--- config.mk ---
export PLATFORM = sky130hd
export DESIGN_NAME = icache_resp_fifo
export DESIGN_NICKNAME = d
export VERILOG_FILES = /design/src/rtl/icache_geom_pkg.sv /design/src/rtl/icache_resp_fifo.sv
export SDC_FILE = /design/constraint.sdc
export NUM_CORES = 1
export LEC_CHECK = 0
export ABC_AREA = 1
export BUFFER_PORTS_ARGS = -buffer_cell sky130_fd_sc_hd__buf_2
export CAP_MARGIN = 5
export CORE_MARGIN = 1.5
export CORE_UTILIZATION = 50
export CTS_CLUSTER_SIZE = 30
export DETAILED_ROUTE_END_ITERATION = 12
export PLACE_DENSITY = 0.76
export SLEW_MARGIN = 20
export SYNTH_ARGS = -nofsm -noshare
export SYNTH_HDL_FRONTEND = slang
export SYNTH_SLANG_ARGS = --single-unit
--- constraint.sdc ---
create_clock -name clk_i -period 22.6 [get_ports clk_i]
set_input_delay 3.39 -clock clk_i [delete_from_list [all_inputs] [get_ports clk_i]]
set_output_delay 3.39 -clock clk_i [all_outputs]
set_load 0.005 [all_outputs]
--- src/rtl/icache_geom_pkg.sv ---
package icache_geom_pkg;

   //////////////////////////////////////////////////////////////////////
   // Cache geometry
   //////////////////////////////////////////////////////////////////////

   // Total capacity in bytes, split evenly over the ways
   localparam int unsigned CACHE_BYTES  = 1024;
   localparam int unsigned NB_WAYS      = 2;
   // One 128-bit word per line
   localparam int unsigned LINE_BYTES   = 16;
   localparam int unsigned NB_SETS      = CACHE_BYTES / (NB_WAYS * LINE_BYTES);

   // Address field widths
   localparam int unsigned FETCH_ADDR_W = 32;
   localparam int unsigned LINE_W       = LINE_BYTES * 8;
   localparam int unsigned OFFSET_W     = $clog2(LINE_BYTES);
   localparam int unsigned INDEX_W      = $clog2(NB_SETS);
   // Whatever is left above offset and set index
   localparam int unsigned TAG_W        = FETCH_ADDR_W - INDEX_W - OFFSET_W;

   // Byte address from the fetch port
   typedef logic [FETCH_ADDR_W-1:0] fetch_addr_t;
   // One full cache line
   typedef logic [LINE_W-1:0]       line_t;
   // Set index, address bits [8:4]
   typedef logic [INDEX_W-1:0]      set_idx_t;
   // Tag, address bits [31:9]
   typedef logic [TAG_W-1:0]        tag_t;

endpackage

--- src/rtl/icache_resp_fifo.sv ---
`timescale 1ns/1ns

module icache_resp_fifo
   import icache_geom_pkg::*;
(
   input  logic  clk_i,
   input  logic  rst_i,

   // Refill response side, no back-pressure
   input  logic  in_valid_i,
   input  line_t in_data_i,

   // Controller side
   output logic  out_valid_o,
   output line_t out_data_o,
   input  logic  out_ready_i
);

   // Two entries with one-bit pointers that wrap by themselves
   line_t       mem_q [2];
   logic        wr_ptr_q;
   logic        rd_ptr_q;
   logic [1:0]  count_q;

   logic        push;
   logic        pop;

   assign push        = in_valid_i;
   assign pop         = out_valid_o && out_ready_i;
   assign out_valid_o = (count_q != 2'd0);
   assign out_data_o  = mem_q[rd_ptr_q];

   // Entry storage
   always_ff @(posedge clk_i)
   begin
      if (push)
      begin
         mem_q[wr_ptr_q] <= in_data_i;
      end
   end

   //////////////////////////////////////////////////////////////////////
   // Pointers and fill count
   //////////////////////////////////////////////////////////////////////
   always_ff @(posedge clk_i)
   begin
      if (rst_i)
      begin
         wr_ptr_q <= 1'b0;
         rd_ptr_q <= 1'b0;
         count_q  <= 2'd0;
      end
      else
      begin
         if (push)
         begin
            wr_ptr_q <= ~wr_ptr_q;
         end
         if (pop)
         begin
            rd_ptr_q <= ~rd_ptr_q;
         end
         // Push and pop together leave the count alone
         case ({push, pop})
            2'b10:   count_q <= count_q + 2'd1;
            2'b01:   count_q <= count_q - 2'd1;
            default: count_q <= count_q;
         endcase
      end
   end

endmodule

==> impl_metrics.toml, run 1 <==
[sta]
holdWs_ns = 0.543
worst_slew_pin_slew_ns = 1.07
max-slew-margin-rel = 0.289
setup_viol = 0
rsz0062_at_grt = "no"
fin_crit_sh = 0.274
clock.fmax_mhz = 161
post-route-min-period_ns = 6.20
skew_ns = 0.00602
fin_tns_setup_ns = 0
hold_viol = 0
drv_slew = 0

[synth]
synth_cells = 434
mappedNetlistNets = 567
synth.yosys.warnings = 0
synth_cell_types = 13
yosys.area.top_type = "edfxtp_1"
avgSynthCellArea_sq_um = 22.0
syn_area_sq_um = 9540
netlist.area_leader.share = 0.806
ys_seq_area_frac = 0.816
ys_top_cells_by_area = "edfxtp_1 81%, mux2_2 15%, clkbuf_8 1.2%"
synth-seq-cells = 261

[grt]
grt_pass1_wl_um = 26900
antenna_found_initial = 1
grt_pass1_vias = 5181
grt_max_degree = 80
gr-total-overflow = 0
track_usage = 0.173

[run]
drv_cap = 0

[placed_design]
io_buffers = 260
place_congestion = 0.728
dpl_cell_area_sq_um = 11000
dp_hpwl_um = 11700
place_inst = 918

[clocking]
clkTransAtPathRegs_ns = 0.06
clockRootBuffer = "clkbuf_16"
cts_setup_buffers = 0
clk_latency_ns = 0.51
cts_tree = "built"
cts-hold-fix-buffers = 0
htreeDepth = 1
clkSinkCount = 261
cts_buffers = 27
post_cts_resized = 0
clk_path_buf_depth = 3

[critical_path]
cpPeakStageDelay_ns = 0.87
critical_path_arrival_ns = 2.81
endpoint_kind = "output port"
crit_family = "buffers and inverters"
worstPathCellList = "buf_4, mux2_2, buf_2"
critPathKind = "register to output port"
critPathBufInv = 2
cpMaxStageDelayCell = "buf_4"
path_max_fanout = 76
critPathRequiredTime_ns = 19.21
start_kind = "register"

[drt]
drt_iter0_markers = 306
drtPass1Iterations = 4
wl_per_cell_um = 18.4
via_per_inst = 5.08
antenna_left = 0
vias = 4916
route.detailed.drc = 0
wirelength_um = 17800

[pwr]
finalPower_uw = 1180
cellLeakagePower_uw = 0.00454
irDropWorstVdd_v = 0.0000735
p_per_area_nw_per_um2 = 98.3

[final_layout]
nets = 846
stdcell_count = 967
syn_to_final_growth_pct = 25.9
diodes = 0
stdcell_area_sq_um = 12000
drive_gt1_frac = 0.602

[die]
die_h_um = 141
die_area_sq_um = 19900
start_util = 0.510
ios = 261
std_cell_rows = 50
core_area_sq_um = 18700
chipWidth_um = 141

[status]
outcome = "finished, final reports clean"

[min_path]
min_path_type = "register to register"
power breakdown:
group          internal, uW  leakage [uW]  switching, uW  total (uW)
combinational          58.8       0.00160           52.5         111
sequential              561       0.00244           11.3         573
clock                   321      0.000491            175         497
total                   942       0.00454            239        1180
worst register-to-register path, cell delays in order (launching register included):
cell and delay [ns]:
dfxtp_1 0.39, nand2_1 0.11, inv_4 0.49, buf_4 0.91
metal layers:
metal,routed length [um],global-route usage,up-vias,part of all wire
met5,7,0,-,0.00039
met4,490,0.0581,2,0.027
met3,1500,0.0550,43,0.084
met2,9000,0.302,210,0.50
met1,6840,0.204,2391,0.38
li1,-,-,2270,-
state kept, by name, indices dropped and copies added, names as in the netlist, named ones only:
name,flops
mem_q,256
count_q,2
rd_ptr_q,1
wr_ptr_q,1
worst paths after layout:
check / start / endpoint / slack [ns] / cells after the start
setup reg to reg: wr_ptr_q / mem_q[1][104] / 20.20 / 3
setup / recovery: register / out_data_o[51] / 16.40 / 3
hold / removal: wr_ptr_q / wr_ptr_q / 0.54 / 2
hold reg to reg: wr_ptr_q / wr_ptr_q / 0.54 / 2
logic make-up after synthesis:
logic type | Yosys count | synth area share
flops | 261 | 0.816
simple gates | 18 | 0.00748
mux | 128 | 0.151
compound gates | 3 | 0.00157
buf+inv | 23 | 0.0222
fa+ha+maj | 1 | 0.00131
Yosys cell counts:
library cell,count
a21oi_1,1
buf_6,6
clkbuf_8,8
dfxtp_1,5
edfxtp_1,256
ha_1,1
inv_1,9
mux2_2,128
nand2_1,7
nand4_1,1
nor2_1,9
nor3_1,1
o21ai_0,2
layout make-up:
type / instances / area, sq um
Clock inverter: 19 / 328
Sequential cell: 261 / 7790
Tap cell: 234 / 293
Clock buffer: 30 / 687
Fill cell: 1300 / 6690
Multi-Input combinational cell: 150 / 1550
Inverter: 9 / 36.3
Timing Repair Buffer: 264 / 1330
per-stage QoR:
stage          setup slack, ns  utilization
4_1_cts                  16.33        0.642
3_3_place_gp             16.93        0.588
3_5_place_dp             16.89        0.588
6_report                 16.40        0.642
5_1_grt                  16.21        0.642
2_1_floorplan            13.17            -
placed cells by master (no fill, tap or decap):
master and instances:
clkbuf_1 3, clkinvlp_4 3, a21oi_1 1, buf_4 4, dfxtp_1 4, dfxtp_4 1, bufinv_16 9, nor2_4 1
nor2_1 8, ha_1 1, nor3_1 1, nand4_1 1, clkbuf_16 27, clkinv_2 7, nand2_1 7, mux2_2 128
inv_4 1, buf_2 260, edfxtp_1 256, inv_1 8, o21ai_0 2
Power figures use the tool's default switching activity.
==> run 2, diff against run 1 <==
CORE_UTILIZATION = 47   (was 50)
PLACE_DENSITY = 0.75   (was 0.76)
clock period = 5.3 ns   (was 22.6 ns; I/O delays follow)
==> run 2 against run 1 <==
Against the previous run: combinational power rose to 4.3 times the previous value; register-to-register slack worse by 17 ns; total power rose to 3.9 times the previous value; first-iteration DRC count down 26%; worst setup slack worse by 14 ns; critical endpoint is now out_data_o[38]; highest routed layer is now met4.
==> impl_metrics.toml, run 2 (same netlist as run 1, synthesis figures left out) <==
[clocking]
clk_latency_ns = 0.51
cts_setup_buffers = 0
clk_path_buf_depth = 3
clkSinkCount = 261
post_cts_resized = 0
cts_buffers = 26
cts-hold-fix-buffers = 0
htreeDepth = 1
clockRootBuffer = "clkbuf_16"
cts_tree = "built"
clkTransAtPathRegs_ns = 0.05

[die]
core_area_sq_um = 19700
chipWidth_um = 145
die_area_sq_um = 21200
std_cell_rows = 51
start_util = 0.485
ios = 261
die_h_um = 145

[grt]
antenna_found_initial = 0
track_usage = 0.161
grt_pass1_wl_um = 27200
grt_max_degree = 68
gr-total-overflow = 0
grt_pass1_vias = 5346

[sta]
skew_ns = 0.00551
max-slew-margin-rel = 0.383
fin_crit_sh = 0.606
post-route-min-period_ns = 3.21
drv_slew = 0
fin_tns_setup_ns = 0
worst_slew_pin_slew_ns = 0.925
rsz0062_at_grt = "no"
clock.fmax_mhz = 311
setup_viol = 0
hold_viol = 0

[drt]
via_per_inst = 4.92
drt_iter0_markers = 226
drtPass1Iterations = 4
route.detailed.drc = 0
wl_per_cell_um = 17.7
vias = 4908
wirelength_um = 17700
antenna_left = 0

[critical_path]
worstPathCellList = "buf_4, mux2_2, buf_2"
critPathKind = "register to output port"
rrSetupSlack_ns = 3.42
critPathRequiredTime_ns = 4.51
path_max_fanout = 46
start_kind = "register"
critical_path_arrival_ns = 2.42
cpMaxStageDelayCell = "dfxtp_4"
endpoint_kind = "output port"
cpPeakStageDelay_ns = 0.72

[placed_design]
dpl_cell_area_sq_um = 11100
dp_hpwl_um = 11700
place_inst = 951
io_buffers = 260
place_congestion = 0.739

[final_layout]
top_register = "mem_q"
syn_to_final_growth_pct = 24.1
final_cell_mix = "260 x buf_2, 256 x edfxtp_1, 128 x mux2_2, 27 x clkbuf_16"
regArea_sq_um = 7790
nets = 847
diodes = 0
largest_reg_flops = 256
stdcell_area_sq_um = 11800
nFillCells = 1532
final_common_cell = "buf_2"
multiInputGateArea_sq_um = 1550
stdcell_count = 998
top_regs = "mem_q x256, count_q x2"
drive_gt1_frac = 0.585

[pwr]
cellLeakagePower_uw = 0.00444
irDropWorstVdd_v = 0.000268
finalPower_uw = 4580
p_per_area_nw_per_um2 = 387

[min_path]
min_path_type = "input port to register"

[run]
drv_cap = 0

[status]
outcome = "finished, final reports clean"
[run 2: routing by layer]
layer / GRT usage / share of wire
met3: 0.0379 / 0.068
met5: 0 / 0
met1: 0.195 / 0.39
met4: 0.0372 / 0.015
met2: 0.290 / 0.52
[run 2: power breakdown]
part	internal, uW	total, uW	switching (uW)	leakage (uW)
Combinational	251	480	228	0.00161
Sequential	2390	2440	42.4	0.00244
Clock	975	1660	689	0.000383
Total	3620	4580	960	0.00444
[run 2: final timing paths]
path | startpoint | depth (start not counted) | endpoint
min | rst_i | 2 | wr_ptr_q
max reg2reg | wr_ptr_q | 3 | mem_q[1][87]
max | register | 3 | out_data_o[38]
min reg2reg | rd_ptr_q | 2 | register
[run 2: stage by stage]
| stage | hold slack (ns) | setup slack [ns] | utilization |
|---|---|---|---|
| 4_1_cts | 0.444 | 2.02 | 0.602 |
| 6_report | 0.471 | 2.09 | 0.602 |
| 3_3_place_gp | 0.480 | 2.59 | 0.562 |
| 3_5_place_dp | 0.507 | 2.58 | 0.562 |
| 5_1_grt | 0.451 | 1.93 | 0.602 |
| 2_1_floorplan | 0.465 | 0.702 | - |
[run 2: layout make-up]
cell class                      count  area share
Multi-Input combinational cell    150       0.131
Clock buffer                       35      0.0596
Inverter                            9     0.00307
Tap cell                          265      0.0280
Clock inverter                     12     0.00645
Timing Repair Buffer              266       0.114
Sequential cell                   261       0.658
[run 2: critical path, delay by kind of cell, from the launching register on]
family,cells,cell delay [ns]
buffers and inverters,2,0.72
DFF,1,0.72
muxes,1,0.42
