$ cat src/rtl/icache_geom_pkg.sv
package icache_geom_pkg;

   //////////////////////////////////////////////////////////////////////
   // Cache geometry
   //////////////////////////////////////////////////////////////////////

   // Total capacity in bytes, split evenly over the ways
   localparam int unsigned CACHE_BYTES  = 1024;
   localparam int unsigned NB_WAYS      = 2;
   // One 128-bit word per line
   localparam int unsigned LINE_BYTES   = 16;
   localparam int unsigned NB_SETS      = CACHE_BYTES / (NB_WAYS * LINE_BYTES);

   // Address field widths
   localparam int unsigned FETCH_ADDR_W = 32;
   localparam int unsigned LINE_W       = LINE_BYTES * 8;
   localparam int unsigned OFFSET_W     = $clog2(LINE_BYTES);
   localparam int unsigned INDEX_W      = $clog2(NB_SETS);
   // Whatever is left above offset and set index
   localparam int unsigned TAG_W        = FETCH_ADDR_W - INDEX_W - OFFSET_W;

   // Byte address from the fetch port
   typedef logic [FETCH_ADDR_W-1:0] fetch_addr_t;
   // One full cache line
   typedef logic [LINE_W-1:0]       line_t;
   // Set index, address bits [8:4]
   typedef logic [INDEX_W-1:0]      set_idx_t;
   // Tag, address bits [31:9]
   typedef logic [TAG_W-1:0]        tag_t;

endpackage

$ cat src/rtl/icache_ctrl_pkg.sv
package icache_ctrl_pkg;

   import icache_geom_pkg::*;

   // Controller states
   // COMPARE sees the tag read launched at the grant
   typedef enum logic [2:0] {
      IDLE,
      COMPARE,
      REFILL_REQ,
      REFILL_WAIT,
      FLUSH
   } ctrl_state_t;

   // One bit per way, used for enables, hits and the victim
   typedef logic [NB_WAYS-1:0] way_sel_t;

endpackage

$ cat src/rtl/icache_array_if.sv
`timescale 1ns/1ns

interface icache_array_if
   import icache_geom_pkg::*;
   import icache_ctrl_pkg::*;
();

   // Requests from the controller
   way_sel_t tag_rd_en;
   way_sel_t tag_we;
   way_sel_t data_we;
   // Shared read strobe for the line stores
   logic     rd_en;
   set_idx_t idx;
   tag_t     wtag;
   line_t    wline;
   // Clears every valid bit
   logic     flush;

   // Read data, one element per way
   // each way drives only its own element
   tag_t     rtag  [NB_WAYS];
   logic     rvalid[NB_WAYS];
   line_t    rline [NB_WAYS];

   modport ctrl_mp (
      output tag_rd_en, tag_we, data_we, rd_en, idx, wtag, wline, flush,
      input  rtag, rvalid, rline
   );

   modport tag_mp (
      input  tag_rd_en, tag_we, idx, wtag, flush,
      output rtag, rvalid
   );

   modport data_mp (
      input  rd_en, data_we, idx, wline,
      output rline
   );

endinterface

$ cat src/rtl/icache_controller.sv
`timescale 1ns/1ns

module icache_controller
   import icache_geom_pkg::*;
   import icache_ctrl_pkg::*;
(
   input  logic            clk_i,
   input  logic            rst_i,

   // Fetch port
   input  logic            fetch_req_i,
   input  fetch_addr_t     fetch_addr_i,
   output logic            fetch_gnt_o,
   output logic            fetch_rvalid_o,
   output line_t           fetch_rdata_o,

   // Refill request
   output logic            refill_req_o,
   input  logic            refill_gnt_i,
   output fetch_addr_t     refill_addr_o,

   // Refill response from the buffer
   input  logic            resp_valid_i,
   input  line_t           resp_data_i,
   output logic            resp_ready_o,

   // Flush and status
   input  logic            flush_icache_i,
   output logic            cache_is_flushed_o,
   output logic            idle_state_o,

   // Tag and data stores
   icache_array_if.ctrl_mp arr
);

   ctrl_state_t state_q;
   ctrl_state_t state_d;

   // Address of the fetch in flight
   fetch_addr_t addr_q;
   tag_t        req_tag;
   set_idx_t    req_set;

   way_sel_t    hit;
   logic        any_hit;
   line_t       hit_line;

   way_sel_t    victim;
   way_sel_t    victim_q;
   logic        found_free;
   // Round-robin pointer for the case where both ways are valid
   logic        rr_q;

   logic        flushed_q;
   logic        flush_pending;
   logic        refill_done;

   assign req_tag = addr_q[FETCH_ADDR_W-1 -: TAG_W];
   assign req_set = addr_q[OFFSET_W +: INDEX_W];

   // A flush is only taken again once a refill has dirtied the cache
   assign flush_pending = flush_icache_i && !flushed_q;

   // Flush has priority over a fetch in IDLE
   assign fetch_gnt_o = (state_q == IDLE) && fetch_req_i && !flush_pending;

   // Last cycle of a miss, the buffered line is written and returned
   assign refill_done = (state_q == REFILL_WAIT) && resp_valid_i;

   //////////////////////////////////////////////////////////////////////
   // Hit check and victim choice
   //////////////////////////////////////////////////////////////////////

   // Tags were read at the grant, compare against the held address
   always_comb
   begin
      hit_line = '0;
      for (int w = 0; w < NB_WAYS; w++)
      begin
         hit[w] = arr.rvalid[w] && (arr.rtag[w] == req_tag);
         // at most one way hits, so OR-ing is enough
         if (hit[w])
         begin
            hit_line = hit_line | arr.rline[w];
         end
      end
   end

   assign any_hit = |hit;

   // First invalid way, else the round-robin way
   always_comb
   begin
      victim     = way_sel_t'(1) << rr_q;
      found_free = 1'b0;
      for (int w = 0; w < NB_WAYS; w++)
      begin
         if (!arr.rvalid[w] && !found_free)
         begin
            victim     = '0;
            victim[w]  = 1'b1;
            found_free = 1'b1;
         end
      end
   end

   //////////////////////////////////////////////////////////////////////
   // FSM
   //////////////////////////////////////////////////////////////////////
   always_comb
   begin
      state_d = state_q;
      case (state_q)
         IDLE:
         begin
            if (flush_pending)
            begin
               state_d = FLUSH;
            end
            else if (fetch_req_i)
            begin
               state_d = COMPARE;
            end
         end
         // Hit returns right here, a miss goes out to memory
         COMPARE:     state_d = any_hit ? IDLE : REFILL_REQ;
         // Hold the request until memory grants it
         REFILL_REQ:  state_d = refill_gnt_i ? REFILL_WAIT : REFILL_REQ;
         REFILL_WAIT: state_d = resp_valid_i ? IDLE : REFILL_WAIT;
         FLUSH:       state_d = IDLE;
         default:     state_d = IDLE;
      endcase
   end

   // Control state
   always_ff @(posedge clk_i)
   begin
      if (rst_i)
      begin
         state_q   <= IDLE;
         rr_q      <= 1'b0;
         flushed_q <= 1'b0;
      end
      else
      begin
         state_q <= state_d;
         if (refill_done)
         begin
            rr_q <= ~rr_q;
         end
         // Flushed from the cycle after FLUSH until a line is written
         if (state_q == FLUSH)
         begin
            flushed_q <= 1'b1;
         end
         else if (refill_done)
         begin
            flushed_q <= 1'b0;
         end
      end
   end

   // Fetch address and chosen victim
   always_ff @(posedge clk_i)
   begin
      if (fetch_gnt_o)
      begin
         addr_q <= fetch_addr_i;
      end
      if (state_q == COMPARE)
      begin
         victim_q <= victim;
      end
   end

   // Store requests
   // Index comes straight from the port at the grant, held afterwards
   assign arr.idx       = (state_q == IDLE) ? fetch_addr_i[OFFSET_W +: INDEX_W] : req_set;
   assign arr.rd_en     = fetch_gnt_o;
   assign arr.tag_rd_en = {NB_WAYS{fetch_gnt_o}};
   assign arr.tag_we    = refill_done ? victim_q : '0;
   assign arr.data_we   = refill_done ? victim_q : '0;
   assign arr.wtag      = req_tag;
   assign arr.wline     = resp_data_i;
   assign arr.flush     = (state_q == FLUSH);

   // Processor side
   assign fetch_rvalid_o = ((state_q == COMPARE) && any_hit) || refill_done;
   assign fetch_rdata_o  = (state_q == REFILL_WAIT) ? resp_data_i : hit_line;

   // Memory side, line aligned
   assign refill_req_o  = (state_q == REFILL_REQ);
   assign refill_addr_o = {addr_q[FETCH_ADDR_W-1:OFFSET_W], {OFFSET_W{1'b0}}};
   assign resp_ready_o  = (state_q == REFILL_WAIT);

   assign cache_is_flushed_o = flushed_q;
   assign idle_state_o       = (state_q == IDLE);

endmodule

$ cat src/flat_wrapper.sv
// flat-port wrapper written by rule: the top's interface ports become plain ports
module icache_controller_flat import icache_geom_pkg::*; import icache_ctrl_pkg::*;
  (clk_i, rst_i, fetch_req_i, fetch_addr_i, fetch_gnt_o, fetch_rvalid_o, fetch_rdata_o, refill_req_o, refill_gnt_i, refill_addr_o, resp_valid_i, resp_data_i, resp_ready_o, flush_icache_i, cache_is_flushed_o, idle_state_o, arr_tag_rd_en, arr_tag_we, arr_data_we, arr_rd_en, arr_idx, arr_wtag, arr_wline, arr_flush, arr_rtag, arr_rvalid, arr_rline);
  icache_array_if arr_i ();
  input  logic clk_i;
  input  logic rst_i;
  input  logic fetch_req_i;
  input  fetch_addr_t fetch_addr_i;
  output logic fetch_gnt_o;
  output logic fetch_rvalid_o;
  output line_t fetch_rdata_o;
  output logic refill_req_o;
  input  logic refill_gnt_i;
  output fetch_addr_t refill_addr_o;
  input  logic resp_valid_i;
  input  line_t resp_data_i;
  output logic resp_ready_o;
  input  logic flush_icache_i;
  output logic cache_is_flushed_o;
  output logic idle_state_o;
  output wire logic [$bits(arr_i.tag_rd_en)-1:0] arr_tag_rd_en;
  output wire logic [$bits(arr_i.tag_we)-1:0] arr_tag_we;
  output wire logic [$bits(arr_i.data_we)-1:0] arr_data_we;
  output wire logic [$bits(arr_i.rd_en)-1:0] arr_rd_en;
  output wire logic [$bits(arr_i.idx)-1:0] arr_idx;
  output wire logic [$bits(arr_i.wtag)-1:0] arr_wtag;
  output wire logic [$bits(arr_i.wline)-1:0] arr_wline;
  output wire logic [$bits(arr_i.flush)-1:0] arr_flush;
  input wire logic [$bits(arr_i.rtag)-1:0] arr_rtag;
  input wire logic [$bits(arr_i.rvalid)-1:0] arr_rvalid;
  input wire logic [$bits(arr_i.rline)-1:0] arr_rline;
  assign arr_tag_rd_en = arr_i.tag_rd_en;
  assign arr_tag_we = arr_i.tag_we;
  assign arr_data_we = arr_i.data_we;
  assign arr_rd_en = arr_i.rd_en;
  assign arr_idx = arr_i.idx;
  assign arr_wtag = arr_i.wtag;
  assign arr_wline = arr_i.wline;
  assign arr_flush = arr_i.flush;
  assign arr_i.rtag = {>>{arr_rtag}};
  assign arr_i.rvalid = {>>{arr_rvalid}};
  assign arr_i.rline = {>>{arr_rline}};
  icache_controller u_core (.clk_i(clk_i), .rst_i(rst_i), .fetch_req_i(fetch_req_i), .fetch_addr_i(fetch_addr_i), .fetch_gnt_o(fetch_gnt_o), .fetch_rvalid_o(fetch_rvalid_o), .fetch_rdata_o(fetch_rdata_o), .refill_req_o(refill_req_o), .refill_gnt_i(refill_gnt_i), .refill_addr_o(refill_addr_o), .resp_valid_i(resp_valid_i), .resp_data_i(resp_data_i), .resp_ready_o(resp_ready_o), .flush_icache_i(flush_icache_i), .cache_is_flushed_o(cache_is_flushed_o), .idle_state_o(idle_state_o), .arr(arr_i));
endmodule
$ cat config.mk
export PLATFORM = sky130hd
export DESIGN_NAME = icache_controller_flat
export DESIGN_NICKNAME = d
export VERILOG_FILES = /design/src/rtl/icache_geom_pkg.sv /design/src/rtl/icache_ctrl_pkg.sv /design/src/rtl/icache_array_if.sv /design/src/rtl/icache_controller.sv /design/src/flat_wrapper.sv
export SDC_FILE = /design/constraint.sdc
export NUM_CORES = 1
export LEC_CHECK = 0
export BUFFER_PORTS_ARGS = -buffer_cell sky130_fd_sc_hd__clkbuf_2
export CAP_MARGIN = 0
export CORE_AREA = 5 5 310 312
export DETAILED_ROUTE_END_ITERATION = 8
export DIE_AREA = 0 0 315 317
export SLEW_MARGIN = 20
export SYNTH_ARGS = -nofsm -noshare
export SYNTH_HDL_FRONTEND = slang
export SYNTH_SLANG_ARGS = --single-unit
$ cat constraint.sdc
create_clock -name clk_i -period 3.8 [get_ports clk_i]
set_clock_uncertainty 0.05 [all_clocks]
set_input_delay 0.19 -clock clk_i [delete_from_list [all_inputs] [get_ports clk_i]]
set_output_delay 0.19 -clock clk_i [all_outputs]
set_load 0.01 [all_outputs]
==> flow_summary.yaml <==
clock_tree:
  hold_buffers: 7
  cts_resized: 0
  cts_tree: "built"
  clkTransAtPathRegs_ps: 60
  cts_root_buf: "clkbuf_16"
  clk_latency_ps: 310
  htreeDepth: 2
  cts_made_buffers: 5
  clk_path_buf_depth: 2
  cts_setup_buffers: 0
  clock_sinks: 35
layout:
  drive_above_1_share_pct: 67.13
  fin_area_um2: 9806
  final_cell_mix: "clkbuf_2 (791), a221o_1 (128), and2_1 (108), xnor2_1 (31), edfxtp_1 (30)"
  n_fill_cell: 10870
  multi_input_area_um2: 2903
  fin_util_pct: 10.57
  area_delta_synth_final_pct: 78.80
  register_area_um2: 1001
  layout_commonest_cell: "clkbuf_2"
  nNetsFinal: 1683
worst_setup_path:
  crit_type: "reg2out"
  arrival_ps: 3050
  critPathLaunchType: "flop"
  cp_max_fo: 80
  endpoint_kind: "primary output"
  cp.required_ps: 3560
yosys:
  syn_area_per_cell_um2: 9.110
  synthesis.area_um2: 5484
  synthArstFlopShare_pct: 0
  ys_seq_area_share_pct: 18.25
  synth_top_area_share_pct: 23.36
  synth.distinct_cells: 37
  netlist_instances: 602
  synth_top_area_cell: "a221o_1"
  synth-edff-count: 30
  synth_area_leaders: "a221o_1 (23%), buf_4 (22%), edfxtp_1 (16%), and2_1 (12%), xnor2_1 (5.0%)"
  ys.flop_type: "edfxtp_1"
  ys_seq_elements: 35
  yosys_warnings: 0
detailed_routing:
  wire_per_inst_um: 26.74
  first_iter_violations: 428
  drc: 0
  first_pass_iters: 5
  ant_nets: 0
  routed_via_density: 3.122
  num_vias: 7727
  wl_um: 66190
placement:
  dpl-instance-area_um2: 9554
  hpwl_um: 61850
  portBuffers: 791
  gp_congestion: 0.8855
power_and_ir_drop:
  p_switching_w: 0.0005961
  power_w: 0.001656
  seq_power_share_pct: 30.1
  p_comb_share_pct: 40.9
  peakVddDrop_uv: 134.6
  sw_frac_of_total_pct: 36.00
  p_int_w: 0.001060
  p_leak_nw: 4.920
  power-per-cell-area_nw_per_um2: 168.8
  clockPowerShare_pct: 29.0
sta:
  worstMarginPinSlew_ps: 933.7
  min_period_over_period_pct: 86.67
  rsz0062_at_grt: "false"
  fmax_mhz: 303.6
  setup_violations: 0
  tns_ps: 0
  period_needed_ps: 3293
  slew_viol_final: 0
  hold_violations: 0
  relSlewSlack_pct: 37.75
run_status:
  outcome: "completed"
die:
  fp.coreArea_um2: 92770
  start_util_pct: 5.911
  die_x_um: 315
  rows: 112
  dieHeight_um: 317
  die-area_um2: 99860
  num_io_pins: 800
grt:
  grt_pass1_vias: 7416
  grt_usage_pct: 12.15
  grt_overflow: 0
  grt_max_degree: 107
  grt_pass1_wl_um: 79190
  antenna_found_initial: 54
run:
  cap_violations: 0
min_path:
  worst_hold_path_type: "in2reg"
-- layout make-up --
class | instances | share of cell area, %
diodes | 7 | 0.1786
clock buffers | 6 | 1.531
clock inverters | 2 | 0.1404
inverters | 4 | 0.1531
multi-input cells | 363 | 29.60
flip-flops and latches | 35 | 10.21
well taps | 1254 | 16.00
repair buffers | 804 | 42.18
-- logic make-up (layout without fill, tap and decap cells) --
group	Yosys count	after routing	synth area share, %
AO/OA/AOI/OAI	136	136	24.37
XOR/XNOR	47	47	7.506
buffers and inverters	207	816	29.25
flip-flops	35	35	18.25
multiplexers	5	5	1.027
other	1	11	0.06838
AND/OR/NAND/NOR	171	171	19.53
-- power groups by stage --
| stage | clock network [W] | registers [W] | logic (W) |
|---|---|---|---|
| finish | 0.000479 | 0.000499 | 0.000678 |
| global route | 0.000504 | 0.000502 | 0.000729 |
| CTS | 0.000498 | 0.000500 | 0.000685 |
| detailed placement | 0 | 0.000508 | 0.000677 |
| global placement | 0 | 0.000508 | 0.000670 |
| floorplan | 0 | 0.000496 | 0.000304 |
-- cells in the mapped netlist (2+ instances only) --
master and n:
inv_1 4, nor2_1 8, and2_0 20, buf_4 160
edfxtp_1 30, nand4b_1 2, nor3b_1 3, dfxtp_1 5
buf_12 11, xnor2_1 31, buf_6 3, mux2_2 5
and2_1 108, clkbuf_1 13, buf_2 14, and3b_1 2
nand2_1 2, a221o_1 128, xor2_1 16, a21oi_1 2
nor4_1 6, nand3_1 2, clkbuf_4 2, nand4_1 10
and3_1 3
-- sequential cells by signal, summed over array words and instances (netlist names) --
signal	flops
u_core.rr_q	1
u_core.cache_is_flushed_o	1
u_core.addr_q	28
u_core.victim_q	2
u_core.state_q	3
-- critical path, stage by stage, from the launching register on --
cell and delay, ps:
edfxtp_1 500, xnor2_1 220, nand4_1 240, nor4_1 320, nand3_1 200, nor2_4 200
buf_12 280, a221o_1 270, clkbuf_2 320
-- metal layers --
metal | GRT usage [%] | routed length (um) | vias up
li1 | - | - | 3313
met2 | 19.69 | 29370 | 641
met3 | 3.226 | 5493 | 113
met1 | 16.70 | 29950 | 3648
met4 | 1.523 | 1294 | 12
met5 | 0 | 79 | -
-- metrics by stage --
stage / setup slack, ps / cells / hold slack [ps]
2_1_floorplan: 1519 / 605 / 212.4
3_3_place_gp: 828.3 / 2453 / 317.3
3_5_place_dp: 823.0 / 2453 / 318.6
4_1_cts: 478.1 / 2468 / 0.4937
5_1_grt: 320.6 / 2471 / 7.348
6_report: 506.6 / 2475 / 16.50
-- worst paths after layout --
kind | start | end | slack (ps) | cells past startpoint
max | u_core.addr_q[25] | fetch_rdata_o[15] | 510 | 8
min | fetch_addr_i[16] | u_core.addr_q[16] | 20 | 1
max reg2reg | u_core.state_q[2] | u_core.addr_q[15] | 1500 | 2
min reg2reg | u_core.cache_is_flushed_o | u_core.cache_is_flushed_o | 480 | 2
Power figures use the tool's default switching activity.
